==> src/design/cce_params.svh <==
`ifndef CCE_PARAMS_SVH
`define CCE_PARAMS_SVH

// Raw microinstruction width
`define CCE_INST_W 32

// Immediate field carried in every instruction
`define CCE_IMM_W 16

// General purpose register file
`define CCE_NUM_GPR 8
`define CCE_GPR_IDX_W 3

// Microcode program counter, branch targets use the low immediate bits
`define CCE_PC_W 8

// Sources watched by wfq: lce_req, lce_resp, mem_resp, pending
`define CCE_NUM_SRC_Q 4

`endif

==> src/design/cce_pkg.sv <==
`include "cce_params.svh"

package cce_pkg;

  // Vectors with their own meaning
  typedef logic [`CCE_INST_W-1:0]    cce_inst_t;
  typedef logic [`CCE_IMM_W-1:0]     cce_imm_t;
  typedef logic [`CCE_GPR_IDX_W-1:0] cce_gpr_idx_t;
  typedef logic [`CCE_NUM_GPR-1:0]   cce_gpr_mask_t;
  typedef logic [`CCE_PC_W-1:0]      cce_pc_t;

  // High to low: lce_req, lce_resp, mem_resp, pending
  typedef logic [`CCE_NUM_SRC_Q-1:0] cce_q_mask_t;

  typedef enum logic [2:0] {
    e_op_alu    = 3'd0,
    e_op_branch = 3'd1,
    e_op_move   = 3'd2,
    e_op_misc   = 3'd3,
    e_op_queue  = 3'd4
  } cce_op_e;

  // Minor op codes are reused by every opcode
  // The ALU names own the enum, the other classes alias the same values
  typedef enum logic [2:0] {
    e_add_op = 3'd0,
    e_sub_op = 3'd1,
    e_and_op = 3'd2,
    e_or_op  = 3'd3
  } cce_minor_e;

  localparam cce_minor_e e_beq_op   = cce_minor_e'(3'd0);
  localparam cce_minor_e e_bne_op   = cce_minor_e'(3'd1);
  localparam cce_minor_e e_bi_op    = cce_minor_e'(3'd2);
  localparam cce_minor_e e_mov_op   = cce_minor_e'(3'd0);
  localparam cce_minor_e e_movi_op  = cce_minor_e'(3'd1);
  localparam cce_minor_e e_stall_op = cce_minor_e'(3'd0);
  localparam cce_minor_e e_pushq_op = cce_minor_e'(3'd0);
  localparam cce_minor_e e_popq_op  = cce_minor_e'(3'd1);
  localparam cce_minor_e e_poph_op  = cce_minor_e'(3'd2);
  localparam cce_minor_e e_wfq_op   = cce_minor_e'(3'd3);

  typedef enum logic [2:0] {
    e_dst_q_lce_cmd = 3'd0,
    e_dst_q_mem_cmd = 3'd1
  } cce_dst_q_e;

  typedef enum logic [2:0] {
    e_src_q_lce_req  = 3'd0,
    e_src_q_lce_resp = 3'd1,
    e_src_q_mem_resp = 3'd2
  } cce_src_q_e;

  typedef enum logic {
    e_src_sel_gpr = 1'b0,
    e_src_sel_imm = 1'b1
  } cce_src_sel_e;

  // Field view of a raw instruction, dst and src_a double as queue selects
  typedef struct packed {
    cce_op_e      op;
    cce_minor_e   minor;
    cce_gpr_idx_t dst;
    cce_gpr_idx_t src_a;
    cce_gpr_idx_t src_b;
    logic         src_b_imm;
    cce_imm_t     imm;
  } cce_inst_s;

  // Control word handed to the execute stage
  typedef struct packed {
    cce_op_e       op;
    cce_minor_e    minor;
    logic          alu_v;
    logic          branch_v;
    cce_gpr_mask_t gpr_w_mask;
    cce_gpr_idx_t  src_a;
    cce_gpr_idx_t  src_b;
    cce_src_sel_e  src_b_sel;
    cce_imm_t      imm;
    logic          lce_cmd_v;
    logic          mem_cmd_v;
    logic          lce_req_yumi;
    logic          lce_resp_yumi;
    logic          mem_resp_yumi;
  } cce_decoded_s;

endpackage

==> src/design/cce_fetch_stall.sv <==
`timescale 1ns/1ps
`include "cce_params.svh"

module cce_fetch_stall (
  input  cce_pkg::cce_inst_t inst_i,
  input  logic               inst_v_i,

  // Input queue valids
  input  logic               lce_req_v_i,
  input  logic               lce_resp_v_i,
  input  logic               mem_resp_v_i,
  input  logic               pending_v_i,

  // Output queue readies
  input  logic               lce_cmd_ready_i,
  input  logic               mem_cmd_ready_i,

  // Message unit busy levels
  input  logic               lce_cmd_busy_i,
  input  logic               pending_w_busy_i,

  output logic               stall_o
);

  import cce_pkg::*;

  cce_inst_s   inst;
  cce_q_mask_t q_v_vec;
  cce_q_mask_t wfq_mask;
  logic        stall_op;
  logic        wfq_op;
  logic        pushq_op;
  logic        pop_op;
  logic        wfq_blocked;
  logic        push_blocked;
  logic        pop_empty;

  assign inst = inst_i;

  // Same bit order as the wfq mask
  assign q_v_vec  = {lce_req_v_i, lce_resp_v_i, mem_resp_v_i, pending_v_i};
  assign wfq_mask = inst.imm[`CCE_NUM_SRC_Q-1:0];

  assign stall_op = (inst.op == e_op_misc) && (inst.minor == e_stall_op);
  assign wfq_op   = (inst.op == e_op_queue) && (inst.minor == e_wfq_op);
  assign pushq_op = (inst.op == e_op_queue) && (inst.minor == e_pushq_op);
  assign pop_op   = (inst.op == e_op_queue)
                    && ((inst.minor == e_popq_op) || (inst.minor == e_poph_op));

  // Wait until any watched source has something
  assign wfq_blocked = ~|(wfq_mask & q_v_vec);

  // Push target full, or the message unit is still using it
  always_comb begin
    case (cce_dst_q_e'(inst.dst))
      e_dst_q_lce_cmd: push_blocked = ~lce_cmd_ready_i | lce_cmd_busy_i;
      e_dst_q_mem_cmd: push_blocked = ~mem_cmd_ready_i | pending_w_busy_i;
      default:         push_blocked = 1'b0;
    endcase
  end

  // popq and poph both need data at the head
  always_comb begin
    case (cce_src_q_e'(inst.src_a))
      e_src_q_lce_req:  pop_empty = ~lce_req_v_i;
      e_src_q_lce_resp: pop_empty = ~lce_resp_v_i;
      e_src_q_mem_resp: pop_empty = ~mem_resp_v_i;
      default:          pop_empty = 1'b0;
    endcase
  end

  assign stall_o = inst_v_i & (stall_op
                               | (wfq_op & wfq_blocked)
                               | (pushq_op & push_blocked)
                               | (pop_op & pop_empty));

endmodule

==> src/design/cce_inst_decode.sv <==
`timescale 1ns/1ps
`include "cce_params.svh"

module cce_inst_decode (
  input  logic                  clk_i,
  input  logic                  arst_n_i,

  // Instruction from fetch
  input  cce_pkg::cce_inst_t    inst_i,
  input  logic                  inst_v_i,

  // Stall level from the stall unit, masks all enables
  input  logic                  stall_i,

  // Input queue valids, a yumi is only raised against one of these
  input  logic                  lce_req_v_i,
  input  logic                  lce_resp_v_i,
  input  logic                  mem_resp_v_i,

  output cce_pkg::cce_decoded_s decoded_o,
  output logic                  decoded_v_o,
  output cce_pkg::cce_pc_t      pc_branch_target_o
);

  import cce_pkg::*;

  cce_inst_s    inst;
  cce_dst_q_e   dst_q;
  cce_src_q_e   src_q;
  cce_decoded_s decoded_d;
  cce_decoded_s decoded_q;
  logic         decoded_v_q;
  logic         gpr_w_v;

  assign inst  = inst_i;
  assign dst_q = cce_dst_q_e'(inst.dst);
  assign src_q = cce_src_q_e'(inst.src_a);

  // Target goes back to fetch in the same cycle
  assign pc_branch_target_o = (inst_v_i && (inst.op == e_op_branch)) ?
                              inst.imm[`CCE_PC_W-1:0] : '0;

  always_comb begin
    decoded_d = '0;
    gpr_w_v   = 1'b0;

    if (inst_v_i) begin
      decoded_d.op        = inst.op;
      decoded_d.minor     = inst.minor;
      decoded_d.src_a     = inst.src_a;
      decoded_d.src_b     = inst.src_b;
      decoded_d.imm       = inst.imm;
      decoded_d.src_b_sel = inst.src_b_imm ? e_src_sel_imm : e_src_sel_gpr;

      case (inst.op)
        e_op_alu: begin
          // Every ALU op writes its result to dst
          if (inst.minor inside {e_add_op, e_sub_op, e_and_op, e_or_op}) begin
            decoded_d.alu_v = 1'b1;
            gpr_w_v         = 1'b1;
          end
        end
        e_op_branch: begin
          decoded_d.branch_v = inst.minor inside {e_beq_op, e_bne_op, e_bi_op};
        end
        e_op_move: begin
          // mov copies src_a, movi always takes the immediate
          if (inst.minor == e_movi_op) begin
            decoded_d.src_b_sel = e_src_sel_imm;
            gpr_w_v             = 1'b1;
          end else if (inst.minor == e_mov_op) begin
            gpr_w_v = 1'b1;
          end
        end
        e_op_queue: begin
          case (inst.minor)
            e_pushq_op: begin
              decoded_d.lce_cmd_v = (dst_q == e_dst_q_lce_cmd);
              decoded_d.mem_cmd_v = (dst_q == e_dst_q_mem_cmd);
            end
            e_popq_op: begin
              decoded_d.lce_req_yumi  = lce_req_v_i  && (src_q == e_src_q_lce_req);
              decoded_d.lce_resp_yumi = lce_resp_v_i && (src_q == e_src_q_lce_resp);
              decoded_d.mem_resp_yumi = mem_resp_v_i && (src_q == e_src_q_mem_resp);
              // LCE response type lands in the dst GPR
              gpr_w_v = (src_q == e_src_q_lce_resp);
            end
            // poph only looks at the head, wfq is handled by the stall unit
            default: begin
            end
          endcase
        end
        default: begin
        end
      endcase

      decoded_d.gpr_w_mask = (gpr_w_v && !stall_i) ?
                             (cce_gpr_mask_t'(1) << inst.dst) : '0;

      // Held instruction is replayed by fetch, so nothing may take effect now
      if (stall_i) begin
        decoded_d.lce_cmd_v     = 1'b0;
        decoded_d.mem_cmd_v     = 1'b0;
        decoded_d.lce_req_yumi  = 1'b0;
        decoded_d.lce_resp_yumi = 1'b0;
        decoded_d.mem_resp_yumi = 1'b0;
      end
    end
  end

  // Execute register
  always_ff @(posedge clk_i or negedge arst_n_i) begin
    if (!arst_n_i) begin
      decoded_q   <= '0;
      decoded_v_q <= 1'b0;
    end else begin
      decoded_q   <= decoded_d;
      decoded_v_q <= inst_v_i;
    end
  end

  assign decoded_o   = decoded_q;
  assign decoded_v_o = decoded_v_q;

  a_gpr_mask_onehot: assert property (
    @(posedge clk_i) disable iff (!arst_n_i)
    $onehot0(decoded_o.gpr_w_mask)
  );

  a_single_yumi: assert property (
    @(posedge clk_i) disable iff (!arst_n_i)
    $onehot0({decoded_o.lce_req_yumi, decoded_o.lce_resp_yumi, decoded_o.mem_resp_yumi})
  );

  // Dequeue only against data that was valid on the capturing edge
  a_yumi_has_data: assert property (
    @(posedge clk_i) disable iff (!arst_n_i)
    (({decoded_o.lce_req_yumi, decoded_o.lce_resp_yumi, decoded_o.mem_resp_yumi}
      & ~$past({lce_req_v_i, lce_resp_v_i, mem_resp_v_i})) == 3'b000)
  );

endmodule

==> src/design/cce_decode_top.sv <==
`timescale 1ns/1ps

module cce_decode_top (
  input  logic                  clk_i,
  input  logic                  arst_n_i,

  input  cce_pkg::cce_inst_t    inst_i,
  input  logic                  inst_v_i,

  input  logic                  lce_req_v_i,
  input  logic                  lce_resp_v_i,
  input  logic                  mem_resp_v_i,
  input  logic                  pending_v_i,

  input  logic                  lce_cmd_ready_i,
  input  logic                  mem_cmd_ready_i,

  input  logic                  lce_cmd_busy_i,
  input  logic                  pending_w_busy_i,

  output cce_pkg::cce_decoded_s decoded_o,
  output logic                  decoded_v_o,
  output logic                  pc_stall_o,
  output cce_pkg::cce_pc_t      pc_branch_target_o
);

  logic stall;

  cce_fetch_stall stall_i (
    .inst_i           (inst_i),
    .inst_v_i         (inst_v_i),
    .lce_req_v_i      (lce_req_v_i),
    .lce_resp_v_i     (lce_resp_v_i),
    .mem_resp_v_i     (mem_resp_v_i),
    .pending_v_i      (pending_v_i),
    .lce_cmd_ready_i  (lce_cmd_ready_i),
    .mem_cmd_ready_i  (mem_cmd_ready_i),
    .lce_cmd_busy_i   (lce_cmd_busy_i),
    .pending_w_busy_i (pending_w_busy_i),
    .stall_o          (stall)
  );

  cce_inst_decode decode_i (
    .clk_i              (clk_i),
    .arst_n_i           (arst_n_i),
    .inst_i             (inst_i),
    .inst_v_i           (inst_v_i),
    .stall_i            (stall),
    .lce_req_v_i        (lce_req_v_i),
    .lce_resp_v_i       (lce_resp_v_i),
    .mem_resp_v_i       (mem_resp_v_i),
    .decoded_o          (decoded_o),
    .decoded_v_o        (decoded_v_o),
    .pc_branch_target_o (pc_branch_target_o)
  );

  assign pc_stall_o = stall;

  // Fetch only ever holds on a real instruction
  a_no_idle_stall: assert property (
    @(posedge clk_i) disable iff (!arst_n_i)
    !inst_v_i |-> !pc_stall_o
  );

  // A held instruction leaves no side effect in the execute register
  a_stall_masks_enables: assert property (
    @(posedge clk_i) disable iff (!arst_n_i)
    pc_stall_o |=> ((decoded_o.gpr_w_mask == '0) && !decoded_o.lce_cmd_v
                    && !decoded_o.mem_cmd_v && !decoded_o.lce_req_yumi
                    && !decoded_o.lce_resp_yumi && !decoded_o.mem_resp_yumi)
  );

endmodule

==> config.mk <==
export PLATFORM = sky130hd
export DESIGN_NAME = cce_decode_top
export DESIGN_NICKNAME = d
export VERILOG_FILES = /design/src/design/cce_pkg.sv /design/src/design/cce_fetch_stall.sv /design/src/design/cce_inst_decode.sv /design/src/design/cce_decode_top.sv
export VERILOG_INCLUDE_DIRS = /design/src /design/src/design
export SDC_FILE = /design/constraint.sdc
export NUM_CORES = 1
export LEC_CHECK = 0
export BUFFER_PORTS_ARGS = -buffer_cell sky130_fd_sc_hd__buf_2
export CORE_ASPECT_RATIO = 0.6
export CORE_MARGIN = 3
export CORE_UTILIZATION = 39
export CTS_BUF_LIST = sky130_fd_sc_hd__clkbuf_16
export CTS_CLUSTER_DIAMETER = 150
export DETAILED_ROUTE_END_ITERATION = 6
export PLACE_DENSITY = 0.82
export SLEW_MARGIN = 20
export SYNTH_ARGS = -nofsm -noshare
export SYNTH_HDL_FRONTEND = slang
export SYNTH_SLANG_ARGS = --single-unit
export TNS_END_PERCENT = 20
==> constraint.sdc <==
create_clock -name clk_i -period 1.9 [get_ports clk_i]
set_input_delay 0.38 -clock clk_i [delete_from_list [all_inputs] [get_ports clk_i]]
set_output_delay 0.38 -clock clk_i [all_outputs]
set_load 0.01 [all_outputs]
==> impl_metrics.tcl <==
set metrics [dict create \
    status "finished, violations left" \
    failed_checks "setup timing" \
    cts_buffer_depth 2 \
    powerDensity_nw_per_um2 848.2 \
    netlist_instances 146 \
    core_um2 4234 \
    syn_area_um2 1763 \
    drcViolationCount 0 \
    vdd_drop_max_mv 0.4333 \
    ys_seq_area_share_pct 63.88 \
    wl_per_cell_um 13.40 \
    dieArea_um2 5390 \
    async_flop_share_pct 100.0 \
    drtIter0Drc 32 \
    rsz0062_at_grt "yes" \
    grt_pass1_wl_mm 6.920 \
    p_seq_share_pct 45.3 \
    cts_tree "done" \
    nets 299 \
    place.detailed.hpwl_mm 3.307 \
    clkPwrFrac_pct 44.2 \
    synth_flop_cell "dfrtp_1" \
    yosys-top-cells-count "45 x dfrtp_1, 36 x and2_1, 9 x nor4_1" \
    antenna_cells 0 \
    place_congestion 0.7878 \
    via_count 1496 \
    crit_type "in -> out" \
    timing.final.ws_setup_ns -0.1418 \
    htree_levels 2 \
    grt_pass1_vias 1428 \
    die_x_um 92.80 \
    maxCapViolations 0 \
    syn2layout_area_growth_pct 47.62 \
    drt_wl_total_mm 4.249 \
    fin_tns_setup_ns -0.1418 \
    synth_area_leader_cell "dfrtp_1" \
    antenna_found_initial 0 \
    initial_utilization_pct 41.64 \
    portBuffers 96 \
    grt_max_degree 37 \
    final_layout_size_suffix_gt1_share_pct 48.25 \
    required_ns 1.52 \
    combPwrFrac_pct 10.6 \
    hold_ws_ns 0.04958 \
    ios 97 \
    gr-total-overflow 0 \
    postSynthAreaPerCell_um2 12.07 \
    slew_violations 0 \
    track_usage_pct 16.43 \
    die_height_um 58.08 \
    viasPerCell 4.719 \
    worstMarginPinSlew_ns 0.6496 \
    drtAntennaViolNets 0 \
    synth_edf_count 0 \
    ys_ff_latch 45 \
    cts_inserted_buffers 5 \
    max_slew_margin_pct 56.69 \
    synth_most_common_cell "dfrtp_1" \
    synth_cell_type_count 33 \
    intPower_w 0.001721 \
    fin_crit_sh_pct 107.5 \
    clk_pin_slew_ns 0.06 \
    setup_viol 1 \
    hold_class "in -> async" \
    yosysTopAreaCellShare_pct 63.88 \
    fmax_mhz 489.8 \
    crit_arrival_ns 1.66 \
    clock-sinks 45 \
    hold_viol_final 0 \
    swShare_pct 22.06 \
    synth_area_leaders "dfrtp_1 64%, and2_1 13%, nor4_1 3.2%, nand2_1 1.7%, clkbuf_1 1.3%" \
    ctsRootBufferMaster "clkbuf_16" \
    dr.pass1.iters 4 \
    synth-warning-count 0 \
    final_util_pct 61.47 \
    startpoint_type "input pin" \
    end_kind "output pin" \
    p_sw_w 0.0004869 \
    fin_crit_ns 2.042 \
    synth.net_count 189 \
    rows 18 \
    critPathMaxFanout 4 \
    leakage_nw 1.416 \
]
-- cell type report --
type | instances | area, um2
clock buffers | 5 | 125.1
clock inverters | 3 | 46.29
fillers | 370 | 1632
inverters | 1 | 3.754
multi-input cells | 93 | 615.6
flip-flops and latches | 45 | 1126
well taps | 60 | 75.07
repair buffers | 110 | 610.6
-- cells by family after synthesis --
kind of cell | share of synthesized area [%]
DFF | 63.88
buffers and inverters | 1.774
muxes | 1.136
xor gates and xnor gates | 0.4969
AOI/OAI and AO/OA | 3.336
and+or+nand+nor | 29.38
-- state kept, by name (all words and copies together), names as in the netlist --
name	count
decode_i.decoded_v_o	1
decode_i.decoded_o	44
-- routing by layer --
metal,vias up,share of wire [%],GRT usage [%]
li1,718,-,-
met1,709,46,22.93
met2,67,43,25.08
met3,2,9.9,5.966
met4,0,0.19,3.132
met5,-,0,0
-- timing repair --
action | in CTS | in global routing
hold buffers | 0 | 0
resized for setup | 3 | 1
endpoints found under the setup margin | 1 | 1
pin swaps | 2 | 0
setup buffers | 1 | 0
-- power groups by stage --
stage | Clock (W) | Sequential [W] | Combinational, W
after floorplan | 0 | 0.00104 | 0.0000667
after global placement | 0 | 0.00102 | 0.000229
after detailed placement | 0 | 0.00102 | 0.000233
after CTS | 0.000993 | 0.000999 | 0.000236
after global routing | 0.00104 | 0.00100 | 0.000261
final | 0.000975 | 0.000999 | 0.000234
-- how the worst max path moves through the flow --
stage | cells after the start | from | end | slack [ns]
after floorplan | 3 | inst_i[30] | pc_stall_o | -0.09
after global routing | 6 | inst_i[28] | pc_stall_o | -0.20
after detailed placement | 6 | inst_i[30] | pc_stall_o | -0.18
final | 6 | inst_i[28] | pc_stall_o | -0.14
after global placement | 6 | inst_i[30] | pc_stall_o | -0.15
after CTS | 6 | inst_i[28] | pc_stall_o | -0.13
-- through the flow --
step	cells	setup slack (ns)	cell area [um2]	total power [W]
detailed placement	308	-0.1830	2401	0.001250
global route	317	-0.1955	2603	0.002304
global placement	308	-0.1451	2401	0.001245
finish	317	-0.1418	2603	0.002207
CTS	317	-0.1277	2596	0.002229
floorplan	146	-0.08564	1763	0.001104
-- critical path, cell delays in order --
cell and delay, ns:
buf_6 0.09, or4b_4 0.59, a211oi_2 0.16, a21o_1 0.16, o31a_1 0.14, buf_2 0.13
-- layout by cell type, fill, tap and decap left out, types with 2 or more instances in the layout --
cell type | synthesis | routed
buf_2 | 1 | 94
dfrtp_1 | 45 | 45
and2_1 | 36 | 36
buf_4 | 0 | 13
nor4_1 | 9 | 9
nand2_1 | 8 | 8
nor2_1 | 6 | 6
clkbuf_16 | 0 | 5
nor2b_1 | 3 | 3
nand3_1 | 3 | 3
nor3_1 | 3 | 2
mux2i_1 | 2 | 2
nor3_2 | 1 | 2
a21oi_1 | 2 | 2
and4b_1 | 2 | 2
buf_6 | 0 | 2
(Power assumes the default switching activity.)
